## src/cc_tag_params.svh

```systemverilog
`ifndef CC_TAG_PARAMS_SVH
`define CC_TAG_PARAMS_SVH

// Directory geometry
`define CC_WAYS 4
`define CC_SETS 64

// Address split, line address = {tag, index}
`define CC_INDEX_W 6
`define CC_TAG_W 18
`define CC_LINE_W 24

// Tag entry layout {parity, valid, tag}
`define CC_ENTRY_W 20
`define CC_VALID_BIT 18
`define CC_PARITY_BIT 19

// Tree PLRU bits per set
`define CC_PLRU_W 3

`endif

```

## src/cc_tag_pkg.sv

```systemverilog
`default_nettype none

`include "cc_tag_params.svh"

package cc_tag_pkg;

  // Physical line address, index in the low bits
  typedef logic [`CC_LINE_W-1:0] line_addr_t;
  typedef logic [`CC_INDEX_W-1:0] index_t;
  typedef logic [`CC_TAG_W-1:0] tag_t;

  // Stored entry XORs to zero when intact
  typedef logic [`CC_ENTRY_W-1:0] tag_entry_t;

  typedef logic [1:0] way_t;
  typedef logic [`CC_WAYS-1:0] way_mask_t;

  // Bit 0 root, bit 1 ways 0-1, bit 2 ways 2-3
  typedef logic [`CC_PLRU_W-1:0] plru_t;

  typedef enum logic {
    INIT_SWEEP,
    INIT_DONE
  } init_state_t;

endpackage

`default_nettype wire

```

## src/cc_tag_ram.sv

```systemverilog
`timescale 1ns/1ns
`default_nettype none

`include "cc_tag_params.svh"

module cc_tag_ram #(
  parameter int data_w = `CC_ENTRY_W,
  parameter int depth = `CC_SETS
) (
  input logic clk,
  input logic rst,
  input logic read_en,
  input logic write_en,
  input cc_tag_pkg::index_t read_addr,
  input cc_tag_pkg::index_t write_addr,
  input logic [data_w-1:0] write_data,
  output logic [data_w-1:0] read_data
);

  logic [data_w-1:0] mem [depth];
  cc_tag_pkg::index_t read_addr_q;

  // Address held between reads
  always_ff @(posedge clk) begin
    if (rst) begin
      read_addr_q <= '0;
    end else if (read_en) begin
      read_addr_q <= read_addr;
    end
  end

  always_ff @(posedge clk) begin
    if (write_en) begin
      mem[write_addr] <= write_data;
    end
  end

  assign read_data = mem[read_addr_q]; // Array output after the address register

endmodule

`default_nettype wire

```

## config.mk

```make
export PLATFORM = sky130hd
export DESIGN_NAME = cc_tag_ram
export DESIGN_NICKNAME = d
export VERILOG_FILES = /design/src/cc_tag_pkg.sv /design/src/cc_tag_ram.sv
export VERILOG_INCLUDE_DIRS = /design/src
export SDC_FILE = /design/constraint.sdc
export NUM_CORES = 1
export LEC_CHECK = 0
export BUFFER_PORTS_ARGS = -buffer_cell sky130_fd_sc_hd__buf_2
export CORE_MARGIN = 5
export CORE_UTILIZATION = 63
export CTS_BUF_LIST = sky130_fd_sc_hd__clkbuf_16
export DETAILED_ROUTE_END_ITERATION = 10
export HOLD_SLACK_MARGIN = 0.05
export PLACE_DENSITY_LB_ADDON = 0.1
export SYNTH_ARGS = -nofsm -noshare
export SYNTH_HDL_FRONTEND = slang
export SYNTH_SLANG_ARGS = --single-unit
export TNS_END_PERCENT = 1
```

## constraint.sdc

```tcl
create_clock -name clk -period 3.45 [get_ports clk]
set_input_delay 0.69 -clock clk [delete_from_list [all_inputs] [get_ports clk]]
set_output_delay 0.69 -clock clk [all_outputs]
set_load 0.01 [all_outputs]
```

==> impl_metrics.csv, run 1 <==
group,metric,value,unit
status,status,"complete, but fails checks",
status,failed_checks,"setup timing",
cts,clock_tree.htree_level_count,4,
yosys,syn-num-nets,2260,
sta,worst-slew-pin-transition,1180,ps
drt,detail_route.vias_per_cell,6.72,
sta,rsz0062_at_grt,"true",
yosys,synth_ff_type,"edfxtp_1",
cts,cts_tree,"done",
sta,timing_max_transition_violations_final,0,
yosys,yosys_register_bits,1292,
cts,clkSlewWorstSetupHoldPaths,60,ps
yosys,postSynthCellCount,2224,
yosys,synth_async_sr_flop_share,0,%
flow_run,drv.max_cap_violation_count,0,
drt,drt_first_pass_iters,6,
sta,final.setup_skew,8.91,ps
yosys,ys_types,40,
yosys,synth_edf_count,1280,
die,core_area,77700,um^2
placed_design,port-buffer-count,55,
worst_setup_path,timing.critical_path.from_type,"flip-flop",
global_route,grt_first_pass_wirelength,173,mm
cts,clock_sinks,1292,
sta,totalNegativeSetupSlack,-7090,ps
drt,num_vias,24600,
global_route,grt_overflow_total,0,
worst_setup_path,critPathKind,"flip-flop to output pin",
sta,final.setup.worst_slack,-423,ps
drt,drt-initial-drc-count,3079,
die,die_area,84300,um^2
power_and_ir_drop,irDropWorstVdd,398,uV
global_route,grt_overall_usage,28.5,%
sta,timing.fmax,0.258,GHz
yosys,ys.warnings.count,0,
drt,antenna_violating_nets_post_route,0,
drt,drt_wl_total,121,mm
worst_setup_path,cp.buffers_inverters,4,
cts,cts_hold_repair.buffers,0,
final_layout,post_route_cells_drive_above_1_share,34.1,%
die,die-height,290,um
worst_setup_path,cp.required,2760,ps
cts,cts-root-to-sink-buffers,3,
yosys,netlist_area,49500,um^2
cts,cts_made_buffers,133,
worst_setup_path,cp_cell_sequence,"buf_12, clkbuf_16, bufbuf_16, mux4_2, mux2i_1, nor2_1, a211oi_2, a211oi_4, buf_6",
final_layout,syn_to_final_growth,16.4,%
worst_setup_path,timing.critical_path.to_type,"output pin",
power_and_ir_drop,design_power_total,33.1,mW
worst_setup_path,cp_slowest_cell,"mux4_2",
sta,timing.final.crit_period,3870,ps
yosys,ys_seq_area_share,78.1,%
die,placement_rows,102,
global_route,grt_antenna_before_repair,12,
power_and_ir_drop,power_density,574,nW/um^2
die,design.portCount,56,
die,overall_die_width,290,um
worst_setup_path,cp_top_family,"buffers and inverters",
drt,drt_drc_violations_left,0,
worst_hold_path,min-delay-path-class,"input pin to flip-flop",
cts,insertion_delay,710,ps
placed_design,global_placer_s_final_weighted_congestion,0.870,
power_and_ir_drop,power.leakage,18.1,nW
worst_setup_path,worstPathArrival,3180,ps
drt,post_drt_wl_per_cell,33.2,um
global_route,first_global_vias,25000,
sta,finalSetupViolations,20,
cts,cts_root_buf,"clkbuf_16",
worst_setup_path,critPathMaxFanout,11,
sta,final_hold_viol_count,0,
final_layout,final_nets,2555,
global_route,grt_max_degree,65,
sta,post-route-period-util,112,%
die,initial_core_util,63.7,%
worst_setup_path,critical_path.max_stage_delay,540,ps
yosys,syn_avg_cell_area,22.3,um^2
sta,timing.max_slew.rel_slack,21.6,%
placed_design,place.detailed.hpwl,69.3,mm
-- per-stage QoR --
stage / setup WS, ps / instances / cell area, um^2 / util, % / hold slack, ps
finish: -423 / 3663 / 57600 / 74.2 / 213
global route: -503 / 3659 / 57600 / 74.2 / 201
CTS: -501 / 3639 / 57000 / 73.3 / 185
detailed placement: -13.0 / 3397 / 52600 / 67.6 / 526
global placement: -6.59 / 3397 / 52600 / 67.6 / 488
floorplan: 265 / 2224 / 49500 / - / 463
-- power by group --
group	switching, mW	leakage, nW	internal, mW
clock	5.76	2.16	7.90
combinational	1.19	4.31	0.827
sequential	0.0467	11.6	17.4
total	7.00	18.1	26.1
-- cell usage after synthesis (all sizes together), types with 12 or more instances --
library cell / n / area (um^2)
o21ai: 33 / 165
a31oi: 22 / 138
mux2: 19 / 214
mux2i: 153 / 1530
a211oi: 17 / 128
mux4: 279 / 6280
o22ai: 35 / 219
buf: 79 / 553
a22oi: 44 / 330
nor2: 87 / 327
edfxtp: 1280 / 38400
clkbuf: 50 / 189
dfxtp: 12 / 240
-- routing by layer --
metal,share of wire [%],up-vias,track usage [%]
met3,10,220,8.80
li1,-,10000,-
met5,0.031,-,0
met4,3.3,6,10.6
met2,49,1380,44.6
met1,37,13000,38.9
-- path summary, 6_finish.rpt --
| kind | from | endpoint | slack (ps) | cells past startpoint |
|---|---|---|---|---|
| max | flip-flop | read_data[15] | -420 | 9 |
| min | rst | flip-flop | 210 | 2 |
| max reg2reg | read_addr_q[1] | flip-flop | 2580 | 2 |
| min reg2reg | read_addr_q[3] | flip-flop | 520 | 2 |
-- flip-flops by register name (all words and copies together) (netlist names), named ones only --
name	flops
mem	1280
read_addr_q	6
-- layout by cell type, fill, tap and decap left out, types with 11 or more instances in the layout --
cell and instances:
inv_1 33, edfxtp_1 1280, o22ai_1 24, buf_4 174, mux2_2 16, a22oi_1 44, mux2i_1 138, clkbuf_16 141
mux4_2 279, buf_6 12, o22ai_2 11, buf_2 54, buf_12 31, nor2_1 22, o21ai_0 18, a31oi_1 22
o22a_1 11, clkinv_1 31, nor2_2 64, clkinv_2 14
-- repair_timing --
item,4_1_cts,5_1_grt
gates cloned,2,5
pin swaps,1,9
setup buffers,5,15
resized for setup,40,73
endpoints found under the setup margin,20,20
-- cell families after synthesis --
kind of cell           after synthesis  synth area share, %
multiplexers                       451                 16.2
flip-flops                        1292                 78.1
AND/OR/NAND/NOR                    157                 1.48
buffers and inverters              129                 1.50
AO/OA/AOI/OAI                      195                 2.72
-- cell type report --
class / instances / area, um^2
fill: 4203 / 20100
clock buffer: 136 / 3400
multi-input combinational: 803 / 10700
antenna: 4 / 10.0
timing repair buffer: 289 / 2780
tap: 1040 / 1300
sequential: 1292 / 38700
clock inverter: 99 / 757
Note: power is estimated with default switching activity, not from simulation.
==> run 2, diff against run 1 <==
Settings changed: RECOVER_POWER set to 100.
==> impl_metrics.csv, run 2 (same netlist as run 1, synthesis figures left out) <==
group,metric,value,unit
final_layout,final_common_cell,"edfxtp_1",
status,status,"complete, but fails checks",
drt,post_drt_wl_per_cell,33.2,um
final_layout,post_route_cells_drive_above_1_share,29.3,%
drt,routed-wl-met3,12.9,mm
worst_setup_path,critPathMaxFanout,6,
drt,antenna_violating_nets_post_route,0,
worst_hold_path,min-delay-path-class,"input pin to flip-flop",
placed_design,port-buffer-count,55,
sta,final.setup_skew,11.1,ps
sta,timing.final.crit_period,3870,ps
sta,finalSetupViolations,20,
final_layout,largest_register_ffs,1280,
drt,drt_first_pass_iters,5,
global_route,grt_overall_usage,28.5,%
sta,final_hold_viol_count,0,
drt,drt-initial-drc-count,2962,
cts,insertion_delay,710,ps
power_and_ir_drop,power.leakage,17.7,nW
worst_setup_path,cp_slowest_cell,"mux4_2",
global_route,grt_overflow_total,0,
die,initial_core_util,63.7,%
cts,cts_root_buf,"clkbuf_16",
worst_setup_path,cp.buffers_inverters,5,
drt,drt_wl_total,121,mm
drt,highest-signal-layer,"met5",
worst_setup_path,timing.critical_path.to_type,"output pin",
worst_setup_path,cp_cell_sequence,"buf_12, buf_12, buf_16, mux4_2, mux4_2, o22ai_2, buf_6, a211oi_1, buf_2",
worst_setup_path,worst_r2r_path_depth,2,
sta,worst-slew-pin-transition,3000,ps
cts,cts_hold_repair.buffers,0,
power_and_ir_drop,irDropWorstVdd,396,uV
worst_setup_path,worstPathArrival,3180,ps
worst_setup_path,critPathKind,"flip-flop to output pin",
die,overall_die_width,290,um
global_route,grt_antenna_before_repair,12,
die,core_area,77700,um^2
final_layout,finish.cell_count_without_fillers,3661,
worst_hold_path,worst_hold_path.num_cells,2,
placed_design,placedCellCount,3397,
die,die_area,84300,um^2
worst_setup_path,timing.critical_path.from_type,"flip-flop",
power_and_ir_drop,power_density,579,nW/um^2
placed_design,place.detailed.hpwl,69.3,mm
final_layout,final_nets,2555,
drt,drt_drc_violations_left,0,
global_route,grt_max_degree,65,
sta,totalNegativeSetupSlack,-6990,ps
sta,timing.max_slew.rel_slack,-100,%
cts,cts_tree,"done",
die,die-height,290,um
placed_design,global_placer_s_final_weighted_congestion,0.870,
placed_design,dp_worst_setup_slack,-13.0,ps
drt,num_vias,24600,
global_route,grt_first_pass_wirelength,173,mm
cts,clock_sinks,1292,
die,design.portCount,56,
worst_setup_path,cp.required,2760,ps
sta,timing_max_transition_violations_final,1828,
final_layout,highest_count_cells_in_the_layout_ignoring_fill_and_taps,"edfxtp_1 (1280), mux4_2 (279), clkbuf_16 (141), mux2i_1 (138), clkbuf_1 (102)",
cts,cts-root-to-sink-buffers,3,
global_route,first_global_vias,25000,
power_and_ir_drop,design_power_total,33.1,mW
die,placement_rows,102,
status,failed_checks,"capacitance limit, slew limit, setup timing",
sta,rsz0062_at_grt,"true",
sta,final.setup.worst_slack,-424,ps
drt,dr_wl_met2,59.7,mm
drt,wl_met1,44.5,mm
cts,clock_tree.htree_level_count,4,
drt,detail_route.vias_per_cell,6.71,
sta,post-route-period-util,112,%
worst_setup_path,critical_path_cell_count,9,
final_layout,syn_to_final_growth,15.3,%
worst_setup_path,critical_path.max_stage_delay,530,ps
flow_run,drv.max_cap_violation_count,63,
sta,timing.fmax,0.258,GHz
final_layout,postLayoutCoreUtil,73.5,%
final_layout,largest_registers,"mem x1280, read_addr_q x6",
cts,cts_made_buffers,133,
final_layout,largest-register,"mem",
cts,clkSlewWorstSetupHoldPaths,60,ps
worst_setup_path,cp_top_family,"multiplexers",
[run 2: area by class of cell]
type                       instances  area [um^2]
sequential                      1292        38700
fill                            4342        20600
multi-input combinational        803        10600
clock buffer                     136         3400
timing repair buffer             289         2300
tap                             1040         1300
clock inverter                    99          757
antenna                            2         5.00
[run 2: what timing repair did]
action	CTS	global route
gates cloned	2	5
setup endpoints to repair	20	20
pin swaps	1	9
gates resized for setup	40	73
buffers inserted	5	15
[run 2: where the power goes]
group          switching, mW  internal (mW)
Clock                   5.74           7.90
Combinational           1.18          0.806
Sequential            0.0467           17.4
Total                   6.97           26.1
[run 2: stage by stage]
step / hold slack [ps] / cell area, um^2
2_1_floorplan: 463 / 49500
3_3_place_gp: 488 / 52600
3_5_place_dp: 526 / 52600
4_1_cts: 185 / 57000
5_1_grt: 201 / 57100
6_report: 213 / 57100
[run 2: routing by layer]
layer	track usage, %	vias to the layer above
li1	-	10000
met1	38.9	12900
met4	10.6	6
met2	44.6	1365
met5	0	-
met3	8.80	224
[run 2: final timing paths]
check	start	endpoint	slack, ps
setup / recovery	flip-flop	read_data[0]	-420
hold / removal	rst	flip-flop	210
setup reg to reg	read_addr_q[1]	flip-flop	2470
hold reg to reg	read_addr_q[3]	flip-flop	520
